--- config.mk ---
export PLATFORM = sky130hd
export DESIGN_NAME = dbg_datapath
export DESIGN_NICKNAME = d
export VERILOG_FILES = /design/src/common/dbg_pkg.sv /design/src/governor/stream_governor.sv /design/src/governor/governor_ctrl.sv /design/src/verilog/dbg_datapath.sv
export VERILOG_INCLUDE_DIRS = /design/src /design/src/common
export SDC_FILE = /design/constraint.sdc
export NUM_CORES = 1
export LEC_CHECK = 0
export ABC_AREA = 0
export BUFFER_PORTS_ARGS = -buffer_cell sky130_fd_sc_hd__buf_2
export CORE_AREA = 2 2 186 188
export DETAILED_ROUTE_END_ITERATION = 7
export DIE_AREA = 0 0 188 190
export PLACE_DENSITY = 0.59
export SYNTH_ARGS = -nofsm -noshare
export SYNTH_HDL_FRONTEND = slang
export SYNTH_SLANG_ARGS = --single-unit
export TNS_END_PERCENT = 1
--- constraint.sdc ---
create_clock -name clk -period 2.4 [get_ports clk]
set_clock_uncertainty 0.2 [all_clocks]
set_input_delay 0.48 -clock clk [delete_from_list [all_inputs] [get_ports clk]]
set_output_delay 0.48 -clock clk [all_outputs]
set_load 0.02 [all_outputs]
--- src/common/dbg_defines.svh ---
`ifndef DBG_DEFINES_SVH
`define DBG_DEFINES_SVH

//////////////////////////////////////////////////
// stream widths
//////////////////////////////////////////////////

`define DBG_DATA_WIDTH 64
`define DBG_DEST_WIDTH 16

//////////////////////////////////////////////////
// command word layout
//////////////////////////////////////////////////

`define DBG_CMD_WIDTH 32
// opcode sits in the low bits
`define DBG_OP_WIDTH 4
`define DBG_CHAN_BIT 4
// inject payload, 16 bits
`define DBG_INJ_LSB 13
`define DBG_INJ_MSB 28

`endif

--- src/common/dbg_pkg.sv ---
`include "dbg_defines.svh"

package dbg_pkg;

    //////////////////////////////////////////////////
    // command decode
    //////////////////////////////////////////////////

    typedef enum logic [`DBG_OP_WIDTH-1:0] {
        OP_NOP     = 4'd0,
        OP_PAUSE   = 4'd1,
        OP_UNPAUSE = 4'd2,
        OP_DROP    = 4'd3,
        OP_UNDROP  = 4'd4,
        OP_LOG     = 4'd5,
        OP_UNLOG   = 4'd6,
        OP_INJECT  = 4'd7
    } dbg_op_e;

    // also used as index into the per-channel registers
    typedef enum logic {
        CH_RDATA = 1'b0,
        CH_WDATA = 1'b1
    } dbg_chan_e;

    //////////////////////////////////////////////////
    // beat payloads
    //////////////////////////////////////////////////

    typedef struct packed {
        logic [`DBG_DATA_WIDTH-1:0] data;
        logic [`DBG_DEST_WIDTH-1:0] dest;
    } rdata_beat_t;

    typedef struct packed {
        logic [`DBG_DATA_WIDTH-1:0] data;
    } wdata_beat_t;

endpackage

--- src/governor/stream_governor.sv ---
`timescale 1ns/100ps
`include "dbg_defines.svh"

module stream_governor #(
    parameter type beat_t = logic [`DBG_DATA_WIDTH-1:0]
) (
    input  logic  clk,
    input  logic  rst,

    // upstream
    input  beat_t in_beat_i,
    input  logic  in_valid_i,
    output logic  in_ready_o,

    // downstream
    output beat_t out_beat_o,
    output logic  out_valid_o,
    input  logic  out_ready_i,

    // inject from the controller
    input  beat_t inj_beat_i,
    input  logic  inj_valid_i,
    output logic  inj_ready_o,

    // log tap
    output beat_t log_beat_o,
    output logic  log_valid_o,
    input  logic  log_ready_i,

    input  logic  pause_i,
    input  logic  drop_i,
    input  logic  log_en_i
);

    beat_t out_q;
    logic  out_valid_q;
    logic  reg_free;
    logic  in_open;
    logic  in_take;
    logic  in_pass;
    logic  inj_take;

    // register empty, or its beat leaves this cycle
    assign reg_free = ~out_valid_q | out_ready_i;

    // inject wins, then pause, then drop bypasses the register
    assign in_open  = ~inj_valid_i & ~pause_i & (drop_i | reg_free);
    assign in_ready_o = in_open & (~log_en_i | log_ready_i);

    assign in_take  = in_valid_i & in_ready_o;
    assign in_pass  = in_take & ~drop_i;

    assign inj_ready_o = reg_free;
    assign inj_take    = inj_valid_i & reg_free;

    //////////////////////////////////////////////////
    // log tap
    //////////////////////////////////////////////////

    // offered whenever the input would otherwise be taken
    assign log_valid_o = in_valid_i & log_en_i & in_open;
    assign log_beat_o  = in_beat_i;

    //////////////////////////////////////////////////
    // one-entry output register
    //////////////////////////////////////////////////

    always_ff @(posedge clk) begin
        if (rst) begin
            out_valid_q <= 1'b0;
        end else if (inj_take | in_pass) begin
            out_valid_q <= 1'b1;
        end else if (out_ready_i) begin
            out_valid_q <= 1'b0;
        end
    end

    always_ff @(posedge clk) begin
        if (inj_take) begin
            out_q <= inj_beat_i;
        end else if (in_pass) begin
            out_q <= in_beat_i;
        end
    end

    assign out_beat_o  = out_q;
    assign out_valid_o = out_valid_q;

endmodule

--- src/governor/governor_ctrl.sv ---
`timescale 1ns/100ps
`include "dbg_defines.svh"

module governor_ctrl import dbg_pkg::*; (
    input  logic                      clk,
    input  logic                      rst,

    input  logic [`DBG_CMD_WIDTH-1:0] cmd_i,
    input  logic                      cmd_valid_i,

    output logic                      rd_pause_o,
    output logic                      rd_drop_o,
    output logic                      rd_log_en_o,
    output logic                      wr_pause_o,
    output logic                      wr_drop_o,
    output logic                      wr_log_en_o,

    output rdata_beat_t               rd_inj_beat_o,
    output logic                      rd_inj_valid_o,
    input  logic                      rd_inj_ready_i,

    output wdata_beat_t               wr_inj_beat_o,
    output logic                      wr_inj_valid_o,
    input  logic                      wr_inj_ready_i,

    output logic                      done_o,
    output logic                      busy_o
);

    localparam int inj_width = `DBG_INJ_MSB - `DBG_INJ_LSB + 1;

    dbg_op_e                    op;
    dbg_chan_e                  chan;
    logic [inj_width-1:0]       inj_payload;
    logic [`DBG_DATA_WIDTH-1:0] inj_data_ext;

    // per channel, indexed by dbg_chan_e
    logic [1:0]                 pause_q;
    logic [1:0]                 drop_q;
    logic [1:0]                 log_q;
    logic [1:0]                 inj_valid_q;
    logic [1:0]                 inj_ready;
    logic [inj_width-1:0]       inj_data_q;
    logic                       done_q;

    //////////////////////////////////////////////////
    // command fields
    //////////////////////////////////////////////////

    assign op          = dbg_op_e'(cmd_i[`DBG_OP_WIDTH-1:0]);
    assign chan        = dbg_chan_e'(cmd_i[`DBG_CHAN_BIT]);
    assign inj_payload = cmd_i[`DBG_INJ_MSB:`DBG_INJ_LSB];

    assign inj_ready[CH_RDATA] = rd_inj_ready_i;
    assign inj_ready[CH_WDATA] = wr_inj_ready_i;

    //////////////////////////////////////////////////
    // setting and inject registers
    //////////////////////////////////////////////////

    always_ff @(posedge clk) begin
        if (rst) begin
            pause_q     <= '0;
            drop_q      <= '0;
            log_q       <= '0;
            inj_valid_q <= '0;
            done_q      <= 1'b0;
        end else begin
            done_q <= 1'b0;

            // inject completes on its handshake, done follows a cycle later
            for (int c = 0; c < 2; c++) begin
                if (inj_valid_q[c] && inj_ready[c]) begin
                    inj_valid_q[c] <= 1'b0;
                    done_q         <= 1'b1;
                end
            end

            if (cmd_valid_i) begin
                case (op)
                    OP_NOP:     ;
                    OP_PAUSE:   pause_q[chan] <= 1'b1;
                    OP_UNPAUSE: pause_q[chan] <= 1'b0;
                    OP_DROP:    drop_q[chan]  <= 1'b1;
                    OP_UNDROP:  drop_q[chan]  <= 1'b0;
                    OP_LOG:     log_q[chan]   <= 1'b1;
                    OP_UNLOG:   log_q[chan]   <= 1'b0;
                    OP_INJECT:  inj_valid_q[chan] <= 1'b1;
                    // unknown opcodes behave as nop
                    default:    ;
                endcase
                if (op != OP_INJECT) begin
                    done_q <= 1'b1;
                end
            end
        end
    end

    // payload held for the whole pending inject
    always_ff @(posedge clk) begin
        if (cmd_valid_i && op == OP_INJECT) begin
            inj_data_q <= inj_payload;
        end
    end

    assign inj_data_ext = {{(`DBG_DATA_WIDTH - inj_width){1'b0}}, inj_data_q};

    //////////////////////////////////////////////////
    // outputs
    //////////////////////////////////////////////////

    assign rd_pause_o  = pause_q[CH_RDATA];
    assign rd_drop_o   = drop_q[CH_RDATA];
    assign rd_log_en_o = log_q[CH_RDATA];
    assign wr_pause_o  = pause_q[CH_WDATA];
    assign wr_drop_o   = drop_q[CH_WDATA];
    assign wr_log_en_o = log_q[CH_WDATA];

    assign rd_inj_beat_o.data = inj_data_ext;
    assign rd_inj_beat_o.dest = '0;
    assign rd_inj_valid_o     = inj_valid_q[CH_RDATA];

    assign wr_inj_beat_o.data = inj_data_ext;
    assign wr_inj_valid_o     = inj_valid_q[CH_WDATA];

    assign done_o = done_q;
    // pending inject on either channel
    assign busy_o = |inj_valid_q;

endmodule

--- src/verilog/dbg_datapath.sv ---
`timescale 1ns/100ps
`include "dbg_defines.svh"

module dbg_datapath import dbg_pkg::*; (
    input  logic                      clk,
    input  logic                      rst,

    input  logic [`DBG_CMD_WIDTH-1:0] cmd_i,
    input  logic                      cmd_valid_i,
    output logic                      done_o,
    output logic                      busy_o,

    // rdata, master side in, slave side out
    input  rdata_beat_t               rd_in_beat_i,
    input  logic                      rd_in_valid_i,
    output logic                      rd_in_ready_o,
    output rdata_beat_t               rd_out_beat_o,
    output logic                      rd_out_valid_o,
    input  logic                      rd_out_ready_i,
    output rdata_beat_t               rd_log_beat_o,
    output logic                      rd_log_valid_o,
    input  logic                      rd_log_ready_i,

    // wdata
    input  wdata_beat_t               wr_in_beat_i,
    input  logic                      wr_in_valid_i,
    output logic                      wr_in_ready_o,
    output wdata_beat_t               wr_out_beat_o,
    output logic                      wr_out_valid_o,
    input  logic                      wr_out_ready_i,
    output wdata_beat_t               wr_log_beat_o,
    output logic                      wr_log_valid_o,
    input  logic                      wr_log_ready_i
);

    logic        rd_pause;
    logic        rd_drop;
    logic        rd_log_en;
    logic        wr_pause;
    logic        wr_drop;
    logic        wr_log_en;

    rdata_beat_t rd_inj_beat;
    logic        rd_inj_valid;
    logic        rd_inj_ready;
    wdata_beat_t wr_inj_beat;
    logic        wr_inj_valid;
    logic        wr_inj_ready;

    //////////////////////////////////////////////////
    // command and settings
    //////////////////////////////////////////////////

    governor_ctrl u_ctrl (
        .clk            (clk),
        .rst            (rst),
        .cmd_i          (cmd_i),
        .cmd_valid_i    (cmd_valid_i),
        .rd_pause_o     (rd_pause),
        .rd_drop_o      (rd_drop),
        .rd_log_en_o    (rd_log_en),
        .wr_pause_o     (wr_pause),
        .wr_drop_o      (wr_drop),
        .wr_log_en_o    (wr_log_en),
        .rd_inj_beat_o  (rd_inj_beat),
        .rd_inj_valid_o (rd_inj_valid),
        .rd_inj_ready_i (rd_inj_ready),
        .wr_inj_beat_o  (wr_inj_beat),
        .wr_inj_valid_o (wr_inj_valid),
        .wr_inj_ready_i (wr_inj_ready),
        .done_o         (done_o),
        .busy_o         (busy_o)
    );

    //////////////////////////////////////////////////
    // one governor per channel
    //////////////////////////////////////////////////

    stream_governor #(
        .beat_t (rdata_beat_t)
    ) u_gov_rdata (
        .clk         (clk),
        .rst         (rst),
        .in_beat_i   (rd_in_beat_i),
        .in_valid_i  (rd_in_valid_i),
        .in_ready_o  (rd_in_ready_o),
        .out_beat_o  (rd_out_beat_o),
        .out_valid_o (rd_out_valid_o),
        .out_ready_i (rd_out_ready_i),
        .inj_beat_i  (rd_inj_beat),
        .inj_valid_i (rd_inj_valid),
        .inj_ready_o (rd_inj_ready),
        .log_beat_o  (rd_log_beat_o),
        .log_valid_o (rd_log_valid_o),
        .log_ready_i (rd_log_ready_i),
        .pause_i     (rd_pause),
        .drop_i      (rd_drop),
        .log_en_i    (rd_log_en)
    );

    stream_governor #(
        .beat_t (wdata_beat_t)
    ) u_gov_wdata (
        .clk         (clk),
        .rst         (rst),
        .in_beat_i   (wr_in_beat_i),
        .in_valid_i  (wr_in_valid_i),
        .in_ready_o  (wr_in_ready_o),
        .out_beat_o  (wr_out_beat_o),
        .out_valid_o (wr_out_valid_o),
        .out_ready_i (wr_out_ready_i),
        .inj_beat_i  (wr_inj_beat),
        .inj_valid_i (wr_inj_valid),
        .inj_ready_o (wr_inj_ready),
        .log_beat_o  (wr_log_beat_o),
        .log_valid_o (wr_log_valid_o),
        .log_ready_i (wr_log_ready_i),
        .pause_i     (wr_pause),
        .drop_i      (wr_drop),
        .log_en_i    (wr_log_en)
    );

endmodule

# Word-level counts from Yosys, hierarchy flattened

Index checks and enable logic that the tools add are counted.

Register bits: 171
Bits of input ports: 185
Output and inout bits: 296
Logic and storage cells: 103

Order comparisons: 2
Equal/unequal tests: 8
Multiplexer cells: 23
Bitwise operators: 42
Reduce and logical (&&, ||, !) cells: 15

Operator list:

| kind                                                                         | count |
|---|---|
| 32-bit 2-to-1 mux                                                            | 2 |
| 16-bit 2-to-1 mux                                                            | 2 |
| 1-bit bitwise AND                                                            | 16 |
| 4-bit by 3-bit equality test with 1-bit output, second input constant        | 4 |
| 2-bit nonzero test                                                           | 7 |
| 1-bit 2-to-1 mux                                                             | 13 |
| 2-bit one-hot mux with 2 select lines                                        | 3 |
| 1-bit NOT                                                                    | 10 |
| 4-bit by 2-bit equality test with 1-bit output, second input constant        | 2 |
| 1-bit OR                                                                     | 8 |
| 2-bit OR                                                                     | 4 |
| 2-bit bitwise AND                                                            | 3 |
| 2-bit AND reduction                                                          | 3 |
| 4-bit by 1-bit equality test with 1-bit output, second input constant        | 1 |
| 1-bit logical AND                                                            | 4 |
| 2-bit 2-to-1 mux                                                             | 2 |
| 4-bit by 3-bit != test with 1-bit output, second input constant              | 1 |
| 1-bit by 2-bit less-than comparator with 1-bit output, second input constant | 1 |
| 2-bit NOT                                                                    | 1 |
| 2-bit OR reduction                                                           | 1 |
| 1-bit demux with 1-bit select                                                | 1 |
| 1-bit greater-or-equal comparator, second input constant                     | 1 |

# Logic depth before layout (Yosys ltp)

Gate-level depths: netlist of the first run.

Depth after elaboration: 9
Depth in mapped cells: 6

# Modules after synthesis

A second synthesis of the first run with hierarchy kept.

Cells, all modules: 669
Area total of the unflattened synthesis: 9576.7 µm²

By module, submodules not included:

| module                        | times used | cells an instance | area each (µm²) |
|---|---|---|---|
| stream_governor (u_gov_rdata) | 1          | 262               | 4129.0 |
| stream_governor (u_gov_wdata) | 1          | 212               | 3513.4 |
| governor_ctrl                 | 1          | 195               | 1934.4 |

# Least setup slack after synthesis of the first run

No wires, ideal clock.

Kind: input to register
Start: input port rd_in_valid_i
End: register u_gov_rdata.out_q (netlist bit u_gov_rdata.out_beat_o[16]) (enable)
Library setup time: 0.372 ns
Arrival time: 1.433 ns
Path slack: 0.395 ns
Stages: 5
Cell sequence: nor2b_2 > nand4_1 > buf_4 > buf_2 > nand2_1

Cells in the longest elaborated chain, start to end: 3

RTL lines:

| item                         | line                  | text |
|---|---|---|
| start, declared              | dbg_datapath.sv:15    | `input logic rd_in_valid_i,` |
| 1-bit bitwise AND            | stream_governor.sv:50 | `assign in_take = in_valid_i & in_ready_o;` |
| 1-bit bitwise AND            | stream_governor.sv:51 | `assign in_pass = in_take & ~drop_i;` |
| 2-bit nonzero test (no line) | --                    |  |
| end signal, assigned         | stream_governor.sv:80 | `out_q <= inj_beat_i;` |
| end signal, assigned         | stream_governor.sv:82 | `out_q <= in_beat_i;` |
| end, declared                | stream_governor.sv:35 | `beat_t out_q;` |

No other way between the ends.
A chain may end at the register's enable or synchronous reset.

# Worst setup path after layout of the first run

Start: register u_gov_wdata.out_valid_q (netlist: u_gov_wdata.out_valid_o)
End: output port wr_in_ready_o

Cells in the longest elaborated chain, start to end: 5

RTL lines:

| item                   | line                  | text |
|---|---|---|
| start, declared        | stream_governor.sv:36 | `logic out_valid_q;` |
| start signal, assigned | stream_governor.sv:70 | `out_valid_q <= 1'b0;` |
| start signal, assigned | stream_governor.sv:72 | `out_valid_q <= 1'b1;` |
| start signal, assigned | stream_governor.sv:74 | `out_valid_q <= 1'b0;` |
| 1-bit NOT              | stream_governor.sv:44 | `assign reg_free = ~out_valid_q \| out_ready_i;` |
| 1-bit OR               | stream_governor.sv:44 |  |
| 1-bit OR               | stream_governor.sv:47 | `assign in_open = ~inj_valid_i & ~pause_i & (drop_i \| reg_free);` |
| 1-bit bitwise AND      | stream_governor.sv:47 |  |
| 1-bit bitwise AND      | stream_governor.sv:48 | `assign in_ready_o = in_open & (~log_en_i \| log_ready_i);` |
| end, declared          | dbg_datapath.sv:27    | `output logic wr_in_ready_o,` |

No other way between the ends.

==> results of run 1 <==
## worst max-delay path by stage
stage	cells after the start	slack [ps]	endpoint
4_1_cts	4	70	wr_in_ready_o
2_1_floorplan	5	400	u_gov_rdata.out_beat_o[16]$_DFFE_PP_
3_5_place_dp	5	290	u_gov_wdata.out_beat_o[27]$_SDFFE_PP0P_
5_1_grt	4	70	wr_log_valid_o
3_3_place_gp	5	270	u_gov_wdata.out_beat_o[19]$_SDFFE_PP0P_
6_report	4	210	wr_in_ready_o
## worst reg2reg max path: cells and delay by family (launching register included)
kind / cells / cell delay (ps)
and+or+nand+nor: 4 / 1290
DFF: 1 / 390
## cells in the mapped netlist (2+ instances only)
| library cell | instances | share of area (%) |
|---|---|---|
| nand2_1 | 232 | 12 |
| buf_4 | 150 | 15 |
| dfxtp_1 | 123 | 33 |
| a21oi_1 | 69 | 4.6 |
| nand3_1 | 50 | 3.4 |
| edfxtp_1 | 48 | 19 |
| buf_2 | 20 | 1.3 |
| mux2_2 | 17 | 2.6 |
| a22o_1 | 16 | 1.9 |
| clkbuf_1 | 12 | 0.61 |
| buf_6 | 8 | 1.2 |
| nand2b_1 | 8 | 0.67 |
| nor2_1 | 8 | 0.40 |
| o21ai_0 | 7 | 0.47 |
| nor2b_1 | 6 | 0.50 |
| nor3_1 | 3 | 0.20 |
| a311oi_1 | 2 | 0.24 |
| a31oi_1 | 2 | 0.17 |
| and3b_1 | 2 | 0.24 |
| and4_1 | 2 | 0.24 |
| inv_1 | 2 | 0.10 |
| mux2i_1 | 2 | 0.27 |
| nand4_1 | 2 | 0.17 |
## stage by stage
| stage | setup WS (ps) | total power, mW | utilization, % | hold slack [ps] | std cells |
|---|---|---|---|---|---|
| floorplan | 395 | 4.92 | - | 273 | 803 |
| global placement | 273 | 5.62 | 27.3 | 239 | 1560 |
| detailed placement | 288 | 5.64 | 27.3 | 243 | 1560 |
| CTS | 73.2 | 8.28 | 29.4 | 0.926 | 1613 |
| global route | 72.5 | 8.57 | 29.5 | 17.7 | 1615 |
| finish | 208 | 8.13 | 29.5 | 34.8 | 1615 |
## repair_timing
action / CTS / global route
resized for setup: 0 / 2
endpoints found under the hold margin: 21 / 0
endpoints found under the setup margin: 0 / 1
hold buffers: 21 / 0
buffers inserted: 0 / 0
## cell type report
cell class | instances | share of cell area, %
tap | 455 | 5.69
antenna | 2 | 0.0500
inverter | 2 | 0.0750
multi-input combinational | 440 | 21.8
clock inverter | 14 | 0.950
sequential | 171 | 39.0
clock buffer | 18 | 4.29
timing repair buffer | 513 | 28.2
## cell families after synthesis
family / synth area share, %
AND/OR/NAND/NOR: 18.4
buffers and inverters: 18.4
flip-flops: 52.5
AO/OA/AOI/OAI: 7.91
multiplexers: 2.84
## registers in the layout, indices dropped and copies added (netlist names), named ones only
signal,count
u_ctrl.inj_data_q,16
u_ctrl.done_o,1
u_gov_rdata.out_beat_o,80
u_gov_rdata.out_valid_o,1
u_ctrl.inj_valid_q,2
u_gov_wdata.out_beat_o,64
u_gov_wdata.out_valid_o,1
## placed cells by master (no fill, tap or decap), types with 2 or more instances in the layout
cell,instances
a21oi_1,69
a22o_1,16
a311oi_1,2
a31oi_1,2
and3b_1,2
buf_12,7
buf_2,468
buf_4,17
clkbuf_16,17
clkinv_1,3
clkinv_2,2
clkinvlp_4,4
dfxtp_1,123
diode_2,2
dlygate4sd3_1,21
edfxtp_1,48
inv_1,2
inv_6,5
mux2_2,17
mux2i_1,2
nand2_1,231
nand2b_1,8
nand3_1,50
nand4_1,2
nor2_1,8
nor2b_1,6
nor3_1,3
o21ai_0,7
## layer usage
metal	part of all wire, %	global-route usage (%)	routed length (um)
met5	0.17	0	41
met4	2.3	5.33	556
met3	6.7	4.06	1640
met2	51	23.8	12600
met1	40	14.6	9670
## power groups by stage
| stage | logic [mW] | clock network, mW | registers (mW) |
|---|---|---|---|
| 2_1_floorplan | 0.875 | 0 | 4.05 |
| 3_3_place_gp | 2.05 | 0 | 3.58 |
| 3_5_place_dp | 2.05 | 0 | 3.59 |
| 4_1_cts | 2.08 | 2.66 | 3.53 |
| 5_1_grt | 2.22 | 2.78 | 3.57 |
| 6_report | 2.05 | 2.55 | 3.53 |
==> summary.md, run 1 <==
| Metric | Value |
|---|---|
| Setup TNS | `0 ps` |
| R2R cell count | `4` |
| Sequential share of power | `43.4%` |
| Slowest CP cell | `dfxtp_1` |
| Rows | `68` |
| Psw | `2.72 mW` |
| Footprint of the multi-input gates | `2180 um2` |
| Cell Pwr Density | `between 800 and 900 nW/um2` |
| Post-synth cell types | `35` |
| CTS tree | `yes` |
| Area after DPL | `9260 um2` |
| Cell count after synthesis | `about 800` |
| Leakage | `4.95 nW` |
| #FFs+latches synth | `171` |
| Post-route clock period utilization | `91.3%` |
| Worst Tran Pin Value | `883 ps` |
| Worst vdd ir | `467 uV` |
| Syn. warnings | `0` |
| Initial DRC Count | `around 210` |
| Grt total ovfl | `0` |
| Worst reg-to-reg setup slack | `480 ps` |
| Final Slew Violations | `0` |
| Nets@finish | `1330` |
| Final Critical Period | `2190 ps` |
| # IOs | `between 400 and 500` |
| Pin count of the biggest net entering global routing | `65` |
| Worst skew pair latency | `440 ps` |
| 1st-pass router iterations | `4` |
| CP endpoint kind | `primary output` |
| Number of fill cells | `3649` |
| Die area | `between 30000 and 40000 um2` |
| Final HPWL DP | `between 15000 and 20000 um` |
| CP peak stage delay | `between 300 and 400 ps` |
| Post-synth EDFFs | `48` |
| Routed WL | `about 24000 um` |
| Design Area, Final | `10000 um2` |
| RePlAce Congestion | `0.849` |
| Worst slew margin | `41.1%` |
| Syn_area_per_cell | `9.26 um2` |
| Hold Crit Class | `in -> reg` |
| Num CTS Buffers | `17` |
| Hold Path Depth | `3` |
| Outcome | `finished, final reports clean` |
| CTS Buffer Depth | `2` |
| Starting Density | `21.9%` |
| Sw frac | `33.5%` |
| Synthesized area | `7440 um2` |
| Share of async-settable or async-resettable flops after synthesis | `0%` |
| Register area share after synthesis | `roughly 52%` |
| Final Hold Vio Count | `0` |
| Clock net sink count | `171` |
| Primary FF master, synth | `dfxtp_1` |
| Core area | `33900 um2` |
| Clock root cell | `clkbuf_16` |
| Area Overhead vs Synth | `34.6%` |
| Delay-heaviest family, CP | `simple AND/OR/NAND/NOR gates` |
| Hold Path End | `u_gov_wdata.out_beat_o[29]$_SDFFE_PP0P_` |
| CP startpoint | `u_gov_wdata.out_valid_o$_SDFFE_PP0P_` |
| CP bufs+invs | `1` |
| R2r endpoint | `u_gov_wdata.out_beat_o[58]$_SDFFE_PP0P_` |
| Worst path required time | `1720 ps` |
| Worst hold start | `wr_in_beat_i[29]` |
| FMAX | `456 MHz` |
| Crit start category | `flip-flop` |
| Worst Path Arrival | `1510 ps` |
| Share of layout cells above drive strength 1 | `47.2%` |
| Worst-path cell chain | `nor2b_1, a21o_1, nor3b_2, buf_4` |
| Comb pwr share | `25.2%` |
| CP Max Fanout | `3` |
| First-pass GRT wire length | `35600 um` |
| Final Setup Violations | `0` |
| Residual DRC | `0` |
| Die width | `approximately 190 um` |
| Via density | `4.09` |
| Vias in the first global route | `6064` |
| Post-route ant nets | `0` |
| H-tree level count | `4` |
| Antenna violations before repair | `5` |
| Reg2Reg Launch Point | `u_ctrl.inj_valid_q[1]$_SDFF_PP0_` |
| Clock power share | `about a third` |
| Die Y | `between 150 and 200 um` |
| I/O Buffers | `469` |
| RSZ-0062 raised after global routing | `no` |
| Crit Path Category | `reg -> out` |
| Total GRT Usage | `between 10% and 20%` |
| Cell Int Power | `5.41 mW` |
| FF+latch area | `3900 um2` |
| Max Cap Viol | `0` |
| Syn_nets | `988` |
| CTS clk-pin slew, worst paths | `70 ps` |
| Routed len/inst | `15.1 um` |
| Routed vias | `6610` |
(Power assumes the default switching activity.)
==> run 2, diff against run 1 <==
==> constraint.sdc (replaced) <==
create_clock -name clk -period 2.2 [get_ports clk]
set_clock_uncertainty 0.2 [all_clocks]
set_input_delay 0.22 -clock clk [delete_from_list [all_inputs] [get_ports clk]]
set_output_delay 0.22 -clock clk [all_outputs]
set_load 0.02 [all_outputs]
==> summary.md, run 2 (same netlist as run 1, synthesis figures left out) <==
| Metric | Value |
|---|---|
| Leakage | `5.62 nW` |
| Post-layout util | `34.0%` |
| First-pass GRT wire length | `40300 um` |
| Design Area, Final | `between 10000 and 15000 um2` |
| CTS tree | `yes` |
| Final Critical Period | `2050 ps` |
| I/O Buffers | `~470` |
| Routed len/inst | `15.4 um` |
| Worst Path Arrival | `2000 ps` |
| Sequential share of power | `41.2%` |
| RePlAce Congestion | `0.842` |
| R2R cell count | `4` |
| Core area | `33900 um2` |
| Share of layout cells above drive strength 1 | `a little over two fifths` |
| Total GRT Usage | `14.7%` |
| WHS | `~64 ps` |
| Post-route ant nets | `0` |
| Antenna violations before repair | `2` |
| Setup TNS | `0 ps` |
| Die area | `35700 um2` |
| FMAX | `488 MHz` |
| Nets@finish | `1482` |
| Cell Int Power | `6.23 mW` |
| Clock root cell | `clkbuf_16` |
| Post-route clock period utilization | `93.2%` |
| 1st-pass router iterations | `4` |
| Vias in the first global route | `between 7000 and 8000` |
| Final Slew Violations | `0` |
| Routed vias | `around 7400` |
| Clock net sink count | `171` |
| RSZ-0062 raised after global routing | `no` |
| Cell Pwr Density | `812 nW/um2` |
| Psw | `3.13 mW` |
| Hold Path Depth | `4` |
| CP Max Fanout | `12` |
| Crit start category | `input port` |
| Post-CTS setup buffers | `0` |
| Via density | `4.17` |
| Comb pwr share | `26.3%` |
| CP endpoint kind | `flip-flop` |
| Initial DRC Count | `272` |
| Worst skew pair latency | `440 ps` |
| Worst Tran Pin Value | `528 ps` |
| Outcome | `finished, final reports clean` |
| Rows | `68` |
| Worst slew margin | `64.7%` |
| Worst path required time | `2150 ps` |
| CTS Buffer Depth | `2` |
| Number of fill cells | `3430` |
| Starting Density | `between 20 and 25%` |
| Worst vdd ir | `524 uV` |
| Max Cap Viol | `0` |
| Sw frac | `33.5%` |
| CTS clk-pin slew, worst paths | `70 ps` |
| Hold Crit Class | `in -> reg` |
| # IOs | `481` |
| Area after DPL | `9250 um2` |
| Die Y | `around 190 um` |
| Crit Path Category | `in -> reg` |
| Grt total ovfl | `0` |
| Final Setup Violations | `0` |
| Num CTS Buffers | `17` |
| Most common cell after layout, fill and taps aside | `buf_2` |
| Final HPWL DP | `about 19000 um` |
| Max reg flops | `80` |
| Residual DRC | `0` |
| Die width | `188 um` |
| Pin count of the biggest net entering global routing | `65` |
| Area Overhead vs Synth | `55.1%` |
| Clock power share | `32.5%` |
| H-tree level count | `4` |
| Final Hold Vio Count | `0` |
| Routed WL | `27200 um` |
| Most frequent cells in the layout | `buf_2, nand2_1, dlygate4sd3_1` |
run 2: changes by cell type in the layout (fill, tap and decap cells not counted), moves of 3 or more:
cell,delta
buf_12,-3
inv_8,+5
buf_4,+5
dlygate4sd3_1,+149
clkinv_1,-3
clkinvlp_4,-3
run 2: cell type report:
cell class	count	area, um2	share of cell area, %
sequential	171	3900	33.8
tap	455	569	4.94
timing repair buffer	665	4290	37.2
clock buffer	17	425	3.69
antenna	1	2.50	0.0217
clock inverter	15	156	1.36
inverter	2	7.51	0.0651
multi-input combinational	440	2170	18.9
run 2: metrics by stage:
step | power, mW | instances | setup slack (ps)
global placement | 6.13 | 1563 | 244
CTS | 9.48 | 1765 | 163
global route | 9.83 | 1766 | 34.1
detailed placement | 6.15 | 1563 | 234
finish | 9.36 | 1766 | 150
floorplan | 5.37 | 803 | 331
run 2: critical path, cell delays in order:
cell and delay (ps):
dlygate4sd3_1 540, buf_2 110, nand2b_1 180, nand4_1 450, nand2_1 250, buf_4 240
run 2: power by group through the flow:
| stage | Clock (mW) | Sequential [mW] | Combinational (mW) |
|---|---|---|---|
| floorplan | 0 | 4.42 | 0.954 |
| global placement | 0 | 3.91 | 2.22 |
| detailed placement | 0 | 3.92 | 2.23 |
| CTS | 3.16 | 3.85 | 2.47 |
| global route | 3.28 | 3.91 | 2.65 |
| finish | 3.04 | 3.85 | 2.46 |
run 2: worst paths after layout:
| check | from | to | slack (ps) |
|---|---|---|---|
| setup / recovery | wr_out_ready_i | u_gov_wdata.out_beat_o[2]$_DFFE_PP_ | 150 |
| hold / removal | cmd_i[1] | flip-flop | 60 |
| hold reg to reg | u_gov_rdata.out_beat_o[1]$_SDFFE_PP0N_ | u_gov_rdata.out_beat_o[1]$_SDFFE_PP0N_ | 250 |
| setup reg to reg | flip-flop | u_gov_wdata.out_beat_o[2]$_DFFE_PP_ | 240 |
run 2: repair_timing:
action / in CTS / in global routing
gates resized for setup: 0 / 0
hold endpoints to repair: 171 / 0
hold buffers: 170 / 0
run 2: routing by layer:
layer  global-route usage, %  wire length [um]
met1                    15.6             10600
met5                       0                 7
met3                    4.24              1810
met2                    26.7             13900
met4                    7.06               902
==> run 3, diff against run 2 <==
- BUFFER_PORTS_ARGS: -buffer_cell sky130_fd_sc_hd__buf_2 -> not set
- CORE_AREA: 2 2 186 188 -> 2 2 187 189
- DIE_AREA: 0 0 188 190 -> 0 0 189 191
- DONT_BUFFER_PORTS: not set -> 1
- PLACE_DENSITY: 0.59 -> 0.47
==> summary.md, run 3 (same netlist as run 1, synthesis figures left out) <==
| Metric | Value |
|---|---|
| Final Critical Period | `2140 ps` |
| Via density | `4.23` |
| WL met2 | `12400 um` |
| Grt total ovfl | `0` |
| Routed vias | `around 5500` |
| Post-route clock period utilization | `97.1%` |
| Num CTS Buffers | `17` |
| First-pass GRT wire length | `34000 um` |
| Worst Path Arrival | `between 2000 and 2500 ps` |
| H-tree level count | `4` |
| Final HPWL DP | `16400 um` |
| CP endpoint kind | `flip-flop` |
| Most common cell after layout, fill and taps aside | `nand2_1` |
| Crit start category | `input port` |
| Rows | `68` |
| Worst vdd ir | `536 uV` |
| Worst path required time | `roughly 2400 ps` |
| Residual DRC | `0` |
| Wire length on met3 | `1800 um` |
| Routed WL | `24000 um` |
| Hold Crit Class | `in -> reg` |
| Number of fill cells | `3562` |
| Slowest CP cell | `dlygate4sd3_1` |
| Setup TNS | `0 ps` |
| Top Layer Used | `met4` |
| Nets@finish | `about 1000` |
| CTS Buffer Depth | `2` |
| Most frequent cells in the layout | `nand2_1, dlygate4sd3_1, dfxtp_1` |
| I/O Buffers | `0` |
| Core area | `34100 um2` |
| Initial DRC Count | `approximately 160` |
| Pin count of the biggest net entering global routing | `66` |
| Routed len/inst | `18.4 um` |
| Worst slew margin | `a little under two fifths` |
| FF+latch area | `3900 um2` |
| Final Setup Violations | `0` |
| Design Area, Final | `9250 um2` |
| RSZ-0062 raised after global routing | `no` |
| Leakage | `~3.7 nW` |
| Total GRT Usage | `12.9%` |
| CTS clk-pin slew, worst paths | `70 ps` |
| Clock net sink count | `171` |
| CP Max Fanout | `9` |
| Footprint of the multi-input gates | `2190 um2` |
| Clock root cell | `clkbuf_16` |
| Die area | `36100 um2` |
| Area Overhead vs Synth | `24.3%` |
| Crit path top cell by count | `dlygate4sd3_1` |
| Die width | `roughly 190 um` |
| CTS tree | `yes` |
| Starting Density | `21.8%` |
| 1st-pass router iterations | `4` |
| Area after DPL | `6860 um2` |
| Post-route ant nets | `0` |
| Routed met1 length | `9190 um` |
| Worst Tran Pin Value | `950 ps` |
| Worst-path cell chain | `dlygate4sd3_1, nand3_1, dlygate4sd3_1, a31oi_1, dlygate4sd3_1` |
| CP peak stage delay | `720 ps` |
| Outcome | `finished, final reports clean` |
| Share of layout cells above drive strength 1 | `9.29%` |
| Die Y | `191 um` |
| Cell Pwr Density | `919 nW/um2` |
| Antenna violations before repair | `10` |
| Final Slew Violations | `0` |
| Max Cap Viol | `0` |
| Post-CTS setup buffers | `0` |
| FMAX | `468 MHz` |
| Worst skew pair latency | `440 ps` |
| # IOs | `approximately 480` |
| Crit Path Category | `in -> reg` |
| Post-layout util | `27.1%` |
| Max reg flops | `80` |
| Final Hold Vio Count | `0` |
| Vias in the first global route | `between 5000 and 6000` |
| RePlAce Congestion | `roughly 0.77` |
==> run 3: changes by cell type in the layout (fill, tap and decap cells not counted), sizes merged <==
cell	delta
buf	-476
diode	+9
dlygate4sd3	+6
clkinv	+3
inv	-3
==> run 3: layout make-up <==
class / count / share of cell area [%]
repair buffers: 195 / 21.3
clock inverters: 15 / 1.73
multi-input cells: 440 / 23.7
well taps: 455 / 6.16
flip-flops and latches: 171 / 42.2
inverters: 2 / 0.0812
clock buffers: 17 / 4.60
diodes: 10 / 0.271
==> run 3: path summary, 6_finish.rpt <==
| kind | startpoint | to | slack (ps) | cells after the start |
|---|---|---|---|---|
| max reg2reg | u_gov_wdata.out_valid_o$_SDFFE_PP0P_ | u_gov_wdata.out_beat_o[19]$_SDFFE_PP0P_ | 230 | 4 |
| min reg2reg | flip-flop | flip-flop | 340 | 2 |
| min | cmd_i[0] | u_ctrl.inj_data_q[11]$_DFFE_PP_ | 150 | 2 |
| max | cmd_i[0] | flip-flop | 60 | 5 |
==> run 3: metal layers <==
layer | global-route usage (%) | vias up
met5 | 0 | -
met2 | 23.2 | 319
met4 | 5.71 | 0
met1 | 13.4 | 2585
li1 | - | 2571
met3 | 4.79 | 40
==> run 3: power breakdown <==
group / switching [mW] / internal, mW / total [mW]
combinational: 0.478 / 0.484 / 0.962
sequential: 0.808 / 3.67 / 4.48
clock: 1.45 / 1.60 / 3.05
==> run 3: critical path: cells and delay by family <==
| kind | cells | cell delay, ps |
|---|---|---|
| AOI/OAI and AO/OA | 1 | 140 |
| buffers and inverters | 3 | 1850 |
| and+or+nand+nor | 1 | 110 |
==> run 3: what timing repair did <==
item	4_1_cts	5_1_grt
hold endpoints to repair	171	0
resized for setup	2	1
hold buffers	176	0
setup endpoints to repair	1	1
==> run 3: metrics by stage <==
step / std cells / total power, mW / hold WS (ps) / setup WS [ps]
2_1_floorplan: 803 / 5.37 / 119 / 331
3_5_place_dp: 1087 / 5.26 / 93.3 / 212
6_report: 1305 / 8.49 / 147 / 64.1
4_1_cts: 1295 / 8.65 / 127 / 40.4
5_1_grt: 1304 / 8.90 / 133 / 16.6
3_3_place_gp: 1087 / 5.23 / 91.5 / 224
